`config.mk`:
```
export PLATFORM = sky130hd
export DESIGN_NAME = simpleCpu
export DESIGN_NICKNAME = d
export VERILOG_FILES = /design/src/cpuPkg.sv /design/src/instructionDecoder.sv /design/src/cpuController.sv /design/src/registerFile.sv /design/src/executeUnit.sv /design/src/datapath.sv /design/src/simpleCpu.sv
export SDC_FILE = /design/constraint.sdc
export NUM_CORES = 1
export LEC_CHECK = 0
export BUFFER_PORTS_ARGS = -buffer_cell sky130_fd_sc_hd__clkbuf_2
export CAP_MARGIN = 20
export CORE_ASPECT_RATIO = 0.75
export CORE_MARGIN = 8
export CORE_UTILIZATION = 30
export CTS_CLUSTER_DIAMETER = 30
export DETAILED_ROUTE_END_ITERATION = 10
export PLACE_DENSITY_LB_ADDON = 0.15
export SLEW_MARGIN = 30
export SYNTH_ARGS = -nofsm -noshare
export SYNTH_HDL_FRONTEND = slang
export SYNTH_SLANG_ARGS = --single-unit
```
`constraint.sdc`:
```
create_clock -name clk -period 4.7 [get_ports clk]
set_input_delay 0.705 -clock clk [delete_from_list [all_inputs] [get_ports clk]]
set_output_delay 0.705 -clock clk [all_outputs]
set_load 0.03 [all_outputs]
```
`src/cpuPkg.sv`:
```
`default_nettype none

package cpuPkg;

    // --------------------------------------------------
    // Widths
    // --------------------------------------------------

    localparam int dataWidth    = 16;
    localparam int instrWidth   = 16;
    localparam int immWidth     = 8;
    localparam int regCount     = 8;
    localparam int regAddrWidth = 3;

    // --------------------------------------------------
    // Instruction fields
    // --------------------------------------------------

    typedef enum logic [2:0] {
        opMov = 3'b110,
        opAlu = 3'b101
    } opcodeT;

    typedef enum logic [1:0] {
        aluAdd = 2'b00,
        aluCmp = 2'b01,
        aluAnd = 2'b10,
        aluMvn = 2'b11
    } aluOpT;

    typedef enum logic [1:0] {
        shNone         = 2'b00,
        shLeft         = 2'b01,
        shRightLogical = 2'b10,
        shRightArith   = 2'b11
    } shiftT;

    // The op field of a MOV picks the form of the move.
    localparam logic [1:0] movImmediate = 2'b10;
    localparam logic [1:0] movRegister  = 2'b00;

    // --------------------------------------------------
    // Control
    // --------------------------------------------------

    typedef enum logic [1:0] {
        selRn,
        selRd,
        selRm
    } regSelectT;

    typedef enum logic {
        srcImmediate,
        srcResult
    } writeSourceT;

    typedef enum logic [2:0] {
        stWait,
        stWriteImm,
        stGetA,
        stGetB,
        stCompute,
        stWriteRd,
        stWriteFlags
    } ctrlStateT;

    typedef struct packed {
        opcodeT                 opcode;
        logic [1:0]             op;
        shiftT                  shift;
        logic [dataWidth-1:0]   imm16;   // Already sign-extended.
    } decodedInstrT;

    typedef struct packed {
        regSelectT   regSel;
        writeSourceT writeSource;
        logic        regWrite;
        logic        loadA;
        logic        loadB;
        logic        loadC;
        logic        loadStatus;
        logic        zeroA;   // Used by MOV and MVN, which have no A operand.
    } datapathCtrlT;

    typedef struct packed {
        logic zero;
        logic negative;
        logic overflow;
    } statusT;

endpackage

`default_nettype wire

```
`src/instructionDecoder.sv`:
```
`timescale 1ns/1ps
`default_nettype none

module instructionDecoder (
    input  logic                              clk,
    input  logic                              reset,
    input  logic [cpuPkg::instrWidth-1:0]     instrIn,
    input  logic                              load,
    input  cpuPkg::regSelectT                 regSel,
    output cpuPkg::decodedInstrT              decoded,
    output logic [cpuPkg::regAddrWidth-1:0]   regAddr
);
    import cpuPkg::*;

    logic [instrWidth-1:0]   instr;
    logic [regAddrWidth-1:0] rn;
    logic [regAddrWidth-1:0] rd;
    logic [regAddrWidth-1:0] rm;

    // An all-zero word decodes as an invalid opcode, so a start before any load is ignored.
    always_ff @(posedge clk) begin
        if (reset) begin
            instr <= '0;
        end else if (load) begin
            instr <= instrIn;
        end
    end

    // --------------------------------------------------
    // Field split
    // --------------------------------------------------

    assign rn = instr[10:8];
    assign rd = instr[7:5];
    assign rm = instr[2:0];

    assign decoded.opcode = opcodeT'(instr[15:13]);
    assign decoded.op     = instr[12:11];
    assign decoded.shift  = shiftT'(instr[4:3]);
    assign decoded.imm16  = {{(dataWidth - immWidth){instr[immWidth-1]}}, instr[immWidth-1:0]};

    // The controller decides which register number the register file sees.
    always_comb begin
        case (regSel)
            selRn:   regAddr = rn;
            selRd:   regAddr = rd;
            selRm:   regAddr = rm;
            default: regAddr = rn;
        endcase
    end

endmodule

`default_nettype wire

```
`src/cpuController.sv`:
```
`timescale 1ns/1ps
`default_nettype none

module cpuController (
    input  logic                  clk,
    input  logic                  reset,
    input  logic                  start,
    input  cpuPkg::decodedInstrT  decoded,
    output cpuPkg::datapathCtrlT  ctrl,
    output logic                  waiting
);
    import cpuPkg::*;

    ctrlStateT state;
    ctrlStateT nextState;
    logic      isMov;
    logic      isAlu;
    aluOpT     aluOp;

    assign isMov = (decoded.opcode == opMov);
    assign isAlu = (decoded.opcode == opAlu);
    assign aluOp = aluOpT'(decoded.op);

    always_ff @(posedge clk) begin
        if (reset) begin
            state <= stWait;
        end else begin
            state <= nextState;
        end
    end

    assign waiting = (state == stWait);

    // --------------------------------------------------
    // Next state
    // --------------------------------------------------

    always_comb begin
        nextState = state;
        case (state)
            stWait: begin
                if (start) begin
                    if (isMov && decoded.op == movImmediate) begin
                        nextState = stWriteImm;
                    end else if (isMov && decoded.op == movRegister) begin
                        nextState = stGetB;   // No A operand for a move.
                    end else if (isAlu && aluOp == aluMvn) begin
                        nextState = stGetB;
                    end else if (isAlu) begin
                        nextState = stGetA;
                    end
                    // Anything else leaves the core waiting.
                end
            end
            stWriteImm: nextState = stWait;
            stGetA:     nextState = stGetB;
            stGetB:     nextState = stCompute;
            stCompute: begin
                if (isAlu && aluOp == aluCmp) begin
                    nextState = stWriteFlags;
                end else begin
                    nextState = stWriteRd;
                end
            end
            stWriteRd:    nextState = stWait;
            stWriteFlags: nextState = stWait;
            default:      nextState = stWait;
        endcase
    end

    // --------------------------------------------------
    // Control bundle
    // --------------------------------------------------

    always_comb begin
        ctrl.regSel      = selRn;
        ctrl.writeSource = srcResult;
        ctrl.regWrite    = 1'b0;
        ctrl.loadA       = 1'b0;
        ctrl.loadB       = 1'b0;
        ctrl.loadC       = 1'b0;
        ctrl.loadStatus  = 1'b0;
        ctrl.zeroA       = 1'b0;
        case (state)
            stWriteImm: begin
                ctrl.regSel      = selRn;
                ctrl.writeSource = srcImmediate;
                ctrl.regWrite    = 1'b1;
            end
            stGetA: begin
                ctrl.regSel = selRn;
                ctrl.loadA  = 1'b1;
            end
            stGetB: begin
                ctrl.regSel = selRm;
                ctrl.loadB  = 1'b1;
            end
            stCompute: begin
                ctrl.loadC = 1'b1;
                ctrl.zeroA = isMov || (isAlu && aluOp == aluMvn);
            end
            stWriteRd: begin
                ctrl.regSel      = selRd;
                ctrl.writeSource = srcResult;
                ctrl.regWrite    = 1'b1;
            end
            stWriteFlags: ctrl.loadStatus = 1'b1;   // A and B still hold the CMP operands.
            default: ;
        endcase
    end

endmodule

`default_nettype wire

```
`src/registerFile.sv`:
```
`timescale 1ns/1ps
`default_nettype none

module registerFile (
    input  logic                              clk,
    input  logic                              reset,
    input  logic                              writeEnable,
    input  logic [cpuPkg::regAddrWidth-1:0]   addr,
    input  logic [cpuPkg::dataWidth-1:0]      writeData,
    output logic [cpuPkg::dataWidth-1:0]      readData
);
    import cpuPkg::*;

    logic [dataWidth-1:0] regs [regCount];

    always_ff @(posedge clk) begin
        if (reset) begin
            for (int i = 0; i < regCount; i++) begin
                regs[i] <= '0;
            end
        end else if (writeEnable) begin
            regs[addr] <= writeData;
        end
    end

    // Single port, so the read follows whatever address the controller selects.
    assign readData = regs[addr];

endmodule

`default_nettype wire

```
`src/executeUnit.sv`:
```
`timescale 1ns/1ps
`default_nettype none

module executeUnit (
    input  logic [cpuPkg::dataWidth-1:0]   operandA,
    input  logic [cpuPkg::dataWidth-1:0]   operandB,
    input  cpuPkg::shiftT                  shift,
    input  cpuPkg::aluOpT                  aluOp,
    output logic [cpuPkg::dataWidth-1:0]   result,
    output cpuPkg::statusT                 flags
);
    import cpuPkg::*;

    logic [dataWidth-1:0] shiftedB;
    logic [dataWidth-1:0] sum;
    logic [dataWidth-1:0] difference;
    logic                 addOverflow;
    logic                 subOverflow;

    // --------------------------------------------------
    // Shifter
    // --------------------------------------------------

    always_comb begin
        case (shift)
            shNone:         shiftedB = operandB;
            shLeft:         shiftedB = {operandB[dataWidth-2:0], 1'b0};
            shRightLogical: shiftedB = {1'b0, operandB[dataWidth-1:1]};
            shRightArith:   shiftedB = {operandB[dataWidth-1], operandB[dataWidth-1:1]};
            default:        shiftedB = operandB;
        endcase
    end

    // --------------------------------------------------
    // ALU
    // --------------------------------------------------

    assign sum        = operandA + shiftedB;
    assign difference = operandA - shiftedB;

    // Signed overflow shows up as a sign flip that the operand signs do not allow.
    assign addOverflow = (operandA[dataWidth-1] == shiftedB[dataWidth-1])
                      && (sum[dataWidth-1] != operandA[dataWidth-1]);
    assign subOverflow = (operandA[dataWidth-1] != shiftedB[dataWidth-1])
                      && (difference[dataWidth-1] != operandA[dataWidth-1]);

    always_comb begin
        case (aluOp)
            aluAdd:  result = sum;
            aluCmp:  result = difference;
            aluAnd:  result = operandA & shiftedB;
            aluMvn:  result = ~shiftedB;
            default: result = sum;
        endcase
    end

    always_comb begin
        flags.zero     = (result == '0);
        flags.negative = result[dataWidth-1];
        case (aluOp)
            aluAdd:  flags.overflow = addOverflow;
            aluCmp:  flags.overflow = subOverflow;
            default: flags.overflow = 1'b0;   // Logic operations never overflow.
        endcase
    end

endmodule

`default_nettype wire

```
`src/datapath.sv`:
```
`timescale 1ns/1ps
`default_nettype none

module datapath (
    input  logic                              clk,
    input  logic                              reset,
    input  cpuPkg::datapathCtrlT              ctrl,
    input  cpuPkg::decodedInstrT              decoded,
    input  logic [cpuPkg::regAddrWidth-1:0]   regAddr,
    output logic [cpuPkg::dataWidth-1:0]      result,
    output cpuPkg::statusT                    status
);
    import cpuPkg::*;

    logic [dataWidth-1:0] regA;
    logic [dataWidth-1:0] regB;
    logic [dataWidth-1:0] regC;
    statusT               statusReg;
    logic [dataWidth-1:0] readData;
    logic [dataWidth-1:0] writeData;
    logic [dataWidth-1:0] operandA;
    logic [dataWidth-1:0] aluResult;
    statusT               aluFlags;
    aluOpT                aluOp;

    // --------------------------------------------------
    // Register file and write-back
    // --------------------------------------------------

    assign writeData = (ctrl.writeSource == srcImmediate) ? decoded.imm16 : regC;

    registerFile registerFile_i (
        .clk         (clk),
        .reset       (reset),
        .writeEnable (ctrl.regWrite),
        .addr        (regAddr),
        .writeData   (writeData),
        .readData    (readData)
    );

    // --------------------------------------------------
    // Operand and result registers
    // --------------------------------------------------

    always_ff @(posedge clk) begin
        if (reset) begin
            regA      <= '0;
            regB      <= '0;
            regC      <= '0;
            statusReg <= '0;
        end else begin
            if (ctrl.loadA) regA <= readData;
            if (ctrl.loadB) regB <= readData;
            if (ctrl.loadC) regC <= aluResult;
            if (ctrl.loadStatus) statusReg <= aluFlags;
        end
    end

    // A move is an add with A forced to zero, which leaves just the shifted B.
    assign aluOp    = (decoded.opcode == opAlu) ? aluOpT'(decoded.op) : aluAdd;
    assign operandA = ctrl.zeroA ? '0 : regA;

    executeUnit executeUnit_i (
        .operandA (operandA),
        .operandB (regB),
        .shift    (decoded.shift),
        .aluOp    (aluOp),
        .result   (aluResult),
        .flags    (aluFlags)
    );

    assign result = regC;
    assign status = statusReg;

endmodule

`default_nettype wire

```
`src/simpleCpu.sv`:
```
`timescale 1ns/1ps
`default_nettype none

module simpleCpu (
    input  logic                              clk,
    input  logic                              reset,
    input  logic [cpuPkg::instrWidth-1:0]     instrIn,
    input  logic                              load,
    input  logic                              start,
    output logic                              waiting,
    output logic [cpuPkg::dataWidth-1:0]      result,
    output cpuPkg::statusT                    status
);
    import cpuPkg::*;

    decodedInstrT            decoded;
    datapathCtrlT            ctrl;
    logic [regAddrWidth-1:0] regAddr;

    instructionDecoder instructionDecoder_i (
        .clk     (clk),
        .reset   (reset),
        .instrIn (instrIn),
        .load    (load),
        .regSel  (ctrl.regSel),
        .decoded (decoded),
        .regAddr (regAddr)
    );

    // Steps the datapath through one instruction at a time.
    cpuController cpuController_i (
        .clk     (clk),
        .reset   (reset),
        .start   (start),
        .decoded (decoded),
        .ctrl    (ctrl),
        .waiting (waiting)
    );

    datapath datapath_i (
        .clk     (clk),
        .reset   (reset),
        .ctrl    (ctrl),
        .decoded (decoded),
        .regAddr (regAddr),
        .result  (result),
        .status  (status)
    );

endmodule

`default_nettype wire

```
* Yosys cells after proc, flatten, opt, wreduce, memory -nomap -nowiden
Memory sizes are Yosys's and may differ from the RTL's. Cells that the tools add are included.
Operators by class: add/subtract/negate cells 2, equality and inequality tests 25, multiplexer cells 29, bitwise operators 2, reductions and logical operators 14
Operator list (number):
- one-hot mux 16 bit (4 select lines) | 2
- 2-to-1 mux 16 bit | 3
- 2-to-1 mux 3 bit | 6
- adder 16 bit | 1
- AND 16 bit | 1
- zero test 16 bit | 1
- NOT 16 bit | 1
- OR reduction 16 bit | 1
- subtractor 16 bit | 1
- == test 3 bit (second input constant) | 5
- == test 2 bit (second input constant) | 7
- one-hot mux 3 bit (4 select lines) | 1
- 2-to-1 mux 1 bit | 11
- == test 2 x 1 -> 1 bit (second input constant) | 4
- one-hot mux 2 bit (2 select lines) | 2
- == test 3 x 2 -> 1 bit (second input constant) | 2
- logical AND 1 bit | 6
- zero test 2 bit | 3
- one-hot mux 3 bit (2 select lines) | 1
- inequality test 5 x 1 -> 1 bit (second input constant) | 1
- 2-to-1 mux 2 bit | 2
- == test 3 x 1 -> 1 bit (second input constant) | 1
- zero test 3 bit | 1
- inequality test 1 bit | 3
- 5 further kinds | 5
Word-level totals: bits in registers 70, memory bits (writable) 128, bits of input ports 20, output and inout port bits 20, word-level logic and storage cells 81, memories kept 1
Memory list:
- datapath_i.registerFile_i.regs | words 8, bits a word 16, rd ports 1, clocked after memory_dff 0, write ports 8, RTL line registerFile.sv:14 | logic [dataWidth-1:0] regs [regCount];

* Depth between registers and ports, before layout
depth after elaboration 9, gate-level depth with buffers 19, gate-level depth less buffers 16

* Hierarchy
Synthesis repeated with hierarchy kept, for this count alone.
Second synthesis, totals: cell total of the unflattened synthesis 1066, area total of the unflattened synthesis 11657.4 um^2
Modules (own cells, without submodules):
- registerFile | times used 1, cells an instance 374, area an instance 5834.3 um^2, seq. area each 3843.7 um^2
- executeUnit | times used 1, cells an instance 367, area an instance 2488.6 um^2, seq. area each 0.0 um^2
- datapath | times used 1, cells an instance 202, area an instance 2218.4 um^2, seq. area each 1021.0 um^2
- instructionDecoder | times used 1, cells an instance 88, area an instance 834.6 um^2, seq. area each 320.3 um^2
- cpuController | times used 1, cells an instance 35, area an instance 281.5 um^2, seq. area each 60.1 um^2

* Least setup slack after synthesis
Ideal clock, no wire load.
path kind register to register, from reg cpuController_i.state[0], to reg datapath_i.regC[14], in the netlist datapath_i.result[14], library setup time 0.070 ns, data arrival time 3.873 ns, data required time 4.630 ns, path slack 0.756 ns, stages on the path, launching flop included 17, path buffers 2, clock period less this slack 3.944 ns, cells stage by stage dfxtp_1 clkbuf_1 nor3b_1 nand3_1 clkbuf_1 and2_1 ha_1 nor2_1 nand2_1 a2111oi_0 nand2_1 and4_1 o41ai_1 o21ai_0 a2111oi_1 nand2_1 a21oi_1
Between the ends: cells in the longest elaborated chain, start to end 5, elaborated cells between the ends (all ways) 8, classes of those cells add/sub (2); eq/ne (1); mux (4); bitwise (1)
Ends and longest elaborated chain:
- start: declaration | RTL line cpuController.sv:14 | ctrlStateT state;
- start signal: assignment | RTL line cpuController.sv:26 | state <= stWait;
- start signal: assignment | RTL line cpuController.sv:28 | state <= nextState;
- == test 3 bit (*) | RTL line cpuController.sv:84 | case (state)
- 2-to-1 mux 1 bit | RTL line cpuController.sv:84
- 2-to-1 mux 16 bit | RTL line datapath.sv:61 | assign operandA = ctrl.zeroA ? '0 : regA;
- subtractor 16 bit (tied with other cells) | RTL line executeUnit.sv:39 | assign difference = operandA - shiftedB;
- one-hot mux 16 bit (4 select lines) | RTL line executeUnit.sv:48 | case (aluOp)
- end signal: assignment | RTL line datapath.sv:54 | if (ctrl.loadC) regC <= aluResult;
- end: declaration | RTL line datapath.sv:17 | logic [dataWidth-1:0] regC;
Mark *: on every way between the ends. The rest lies on a longest branch, timed or not. A chain may end at the register's enable or synchronous reset.

* Worst setup path in the final report
from reg instructionDecoder_i.instr[13], to reg datapath_i.statusReg, in the netlist datapath_i.status[2]
Between the ends: cells in the longest elaborated chain, start to end 8, elaborated cells between the ends (all ways) 16, classes of those cells add/sub (2); eq/ne (5); mux (4); bitwise (1); reduce/logical (4)
Ends and longest elaborated chain:
- start: declaration | RTL line instructionDecoder.sv:15 | logic [instrWidth-1:0] instr;
- start signal: assignment | RTL line instructionDecoder.sv:25 | instr <= instrIn;
- == test 3 bit | RTL line cpuController.sv:21, datapath.sv:60
- logical AND 1 bit | RTL line cpuController.sv:100 | ctrl.zeroA = isMov || (isAlu && aluOp == aluMvn);
- logical OR 1 bit | RTL line cpuController.sv:100
- 2-to-1 mux 1 bit | RTL line cpuController.sv:84
- 2-to-1 mux 16 bit | RTL line datapath.sv:61
- subtractor 16 bit (tied with other cells) | RTL line executeUnit.sv:39
- one-hot mux 16 bit (4 select lines) (*) | RTL line executeUnit.sv:48
- zero test 16 bit (*) | RTL line executeUnit.sv:58 | flags.zero = (result == '0);
- end signal: assignment | RTL line datapath.sv:55 | if (ctrl.loadStatus) statusReg <= aluFlags;
- end: declaration | RTL line datapath.sv:18 | statusT statusReg;
Marks and branches as above.

==> summary.md <==
| Metric | Value |
|---|---|
| DR vias/cell | 5.20 |
| Kind of critical path | reg2reg |
| Ys flop type | edfxtp_1 |
| Finished Cell Area | 12500 um^2 |
| Outcome | finished clean |
| Simple-gate share of the synthesized area | 0.229 |
| Post-synthesis xor/xnor area fraction | 0.00632 |
| First-pass GRT wire length | 54.6 mm |
| Hold Path End | instructionDecoder_i.instr[15] |
| Synth top area cells | edfxtp_1, dfxtp_1, nor2_1, nand2_1, a211oi_1 |
| Total Routed Length | 35.3 mm |
| Pwr dens | 296 nW/um^2 |
| CTS H-tree lvls | 4 |
| Rel. slew slack | 0.339 |
| Worst r2r path cells | 14 |
| Postcts setup bufs | 0 |
| Post-synth EDFFs | 128 |
| Final Critical Period | 4.43 ns |
| Port Buffers | 39 |
| Dpl hpwl | 25.7 mm |
| Placed cell areas | 11900 um^2 |
| Largest net degree at the start of global routing | 52 |
| Post-synthesis average cell area | 8.83 um^2 |
| Routed WL per cell | 19.7 um |
| Largest family of logic cells by synthesized area | simple AND/OR/NAND/NOR gates |
| Cells along the critical path | nand2b_1 -> nand2_1 -> nand3_1 -> and2_1 -> ha_1 -> inv_1 -> a211o_1 -> o311ai_1 -> o221ai_1 -> o41a_1 -> a211o_1 -> o22ai_1 -> nand4_1 -> o31ai_2 |
| Initial core utilization | 0.302 |
| Hold Crit Class | in2reg |
| RR Startpoint | instructionDecoder_i.instr[13] |
| Initial antenna violation count | 0 |
| Num CTS Buffers | 17 |
| ANT nets after route | 0 |
| Max cap viols | 0 |
| Post-route setup TNS | 0 ns |
| Mapped Area | 11100 um^2 |
| Ant diodes | 0 |
| # hold bufs at CTS | 0 |
| Iter 0 DRT Violations | 880 |
| # resized after CTS | 0 |
| Syn nets | 1308 |
| Synth warnings | 0 |
| Final std cells w/o fill | 1788 |
| Yosys top cell area share | 0.347 |
| Post-synthesis async set-or-reset flop share | 0 |
| Unrepaired setup endpoints after global routing | no |
| Share of layout cells above drive strength 1 | 0.100 |
| Vias in the first global route | 8704 |
| Cell type with the largest total area after synthesis | edfxtp_1 |
| Worst-Skew Late Latency | 0.45 ns |
| Top-count cell post-synth | nor2_1 |
| TritonCTS clock tree | done |
| Setup ws final | 0.270 ns |
| R2r endpoint | datapath_i.status[2] |
| Boundary pin count | 40 |
| Pwr Total | 3.71 mW |
| Clk buf depth | 2 |
| Final core area utilization | 0.342 |
| Cell mode on critical path | a211o_1 |
| Chip Width | 238 um |
| Clock slew at reported path FFs | 0.07 ns |
| Core area | 36700 um^2 |
| Startpoint Class | register |
| Sink Count | 198 |
| Endpoints failing setup | 0 |
| Hold Path Origin | instrIn[15] |
| Fin crit share | 0.943 |
| Worst-margin pin slew | 0.963 ns |
| Gr usage total | 0.162 |
| Crit end category | register |
| Die area | 43400 um^2 |
| Seq cells post-synth | 198 |
| Post-synthesis mux area share | 0.0371 |
| DR DRC count | 0 |
| Row cnt | 61 |
| Max incr delay on CP | 0.48 ns |
| Hold Crit Depth | 3 |
| CP Max Fanout | 9 |
| Drt pass-1 iters | 5 |
| Fmax | 226 MHz |
| Placed cells | 1756 |
| Clock skew | 0.0130 ns |
| Commonest cells in the netlist | nor2_1, nand2_1, edfxtp_1 |
| Post-Synth Adder-Cell Area | 0.0361 |
| Post-synthesis compound-gate area fraction | 0.177 |
| Distinct cell type count after synthesis | 72 |
| Worst path slowest cell | o311ai_1 |
| Final-stage net count | 1323 |
| Via count | 9297 |
| Routability cong. | 0.901 |
| Mapped Cells | 1256 |
| CTS root buf | clkbuf_16 |
| WP data required | 5.07 ns |
| WHS | 0.498 ns |
| Worst vdd ir | 0.000262 V |
| Die H | 182 um |
| Pre-CTS WS | 0.398 ns |
| CP Data Arrival Time | 4.80 ns |
| Slew Limit Fails | 0 |
| Register area share after synthesis | 0.473 |
| Layout area overhead | 13.1% |
| R2r setup slk | 0.27 ns |
| Final Hold Fails | 0 |
| Grt total ovfl | 0 |
| LEAKAGE | 4.44 nW |
[state kept, by name (all words and copies together) (netlist names)]
name                            flops
cpuController_i.state               3
datapath_i.regA                    16
datapath_i.regB                    16
datapath_i.registerFile_i.regs    128
datapath_i.result                  16
datapath_i.status                   3
instructionDecoder_i.instr         16
[layer usage]
layer | GRT usage | share of wire
met3 | 0.0274 | 0.055
met2 | 0.232 | 0.41
met5 | 0 | 0
met1 | 0.252 | 0.52
met4 | 0.0318 | 0.0082
[cell type report]
type / count / area (um^2)
Clock buffer: 21 / 492
Multi-Input combinational cell: 939 / 5450
Timing Repair Buffer: 75 / 465
Tap cell: 504 / 631
Fill cell: 3813 / 24200
Sequential cell: 198 / 5250
Clock inverter: 11 / 110
Inverter: 40 / 150
[logic make-up after synthesis]
family                     Yosys count
and+or+nand+nor                    576
AOI/OAI and AO/OA                  282
DFF                                198
buffers and inverters              119
muxes                               41
adders and majority gates           32
xor gates and xnor gates             8
[worst max-delay path: cells and delay by family, from the launching register on]
| family | cells | cell delay, ns |
|---|---|---|
| compound gates | 7 | 2.42 |
| fa+ha+maj | 1 | 0.41 |
| buf+inv | 1 | 0.13 |
| flops | 1 | 0.35 |
| simple gates | 5 | 1.05 |
[power by group]
part	switching [mW]	total, mW	leakage, nW	internal, mW
combinational	0.195	0.292	2.25	0.0967
clock	0.668	1.50	0.309	0.832
sequential	0.0236	1.92	1.89	1.89
total	0.887	3.71	4.44	2.82
[worst max-delay path by stage]
stage | from | to | slack (ns) | depth (start not counted)
detailed placement | instructionDecoder_i.instr[13] | datapath_i.status[2] | 0.40 | 14
CTS | instructionDecoder_i.instr[13] | datapath_i.status[2] | 0.36 | 14
global placement | instructionDecoder_i.instr[13] | datapath_i.status[2] | 0.45 | 14
finish | instructionDecoder_i.instr[13] | datapath_i.status[2] | 0.27 | 14
global route | instructionDecoder_i.instr[13] | datapath_i.result[14] | 0.02 | 16
floorplan | cpuController_i.state[0] | datapath_i.result[14] | 0.76 | 16
[layout by cell type (no fill, tap or decap), types with 32 or more instances in the layout]
cell type    n
mux2i_1     39
inv_1       39
a211oi_1    59
a21oi_1     53
dfxtp_1     70
nor2_1     247
clkbuf_2    39
edfxtp_1   128
nand3_1     49
o21ai_0     35
ha_1        32
buf_4       36
and2_1      42
nand2_1    160
Note: power is estimated with default switching activity, not from simulation.
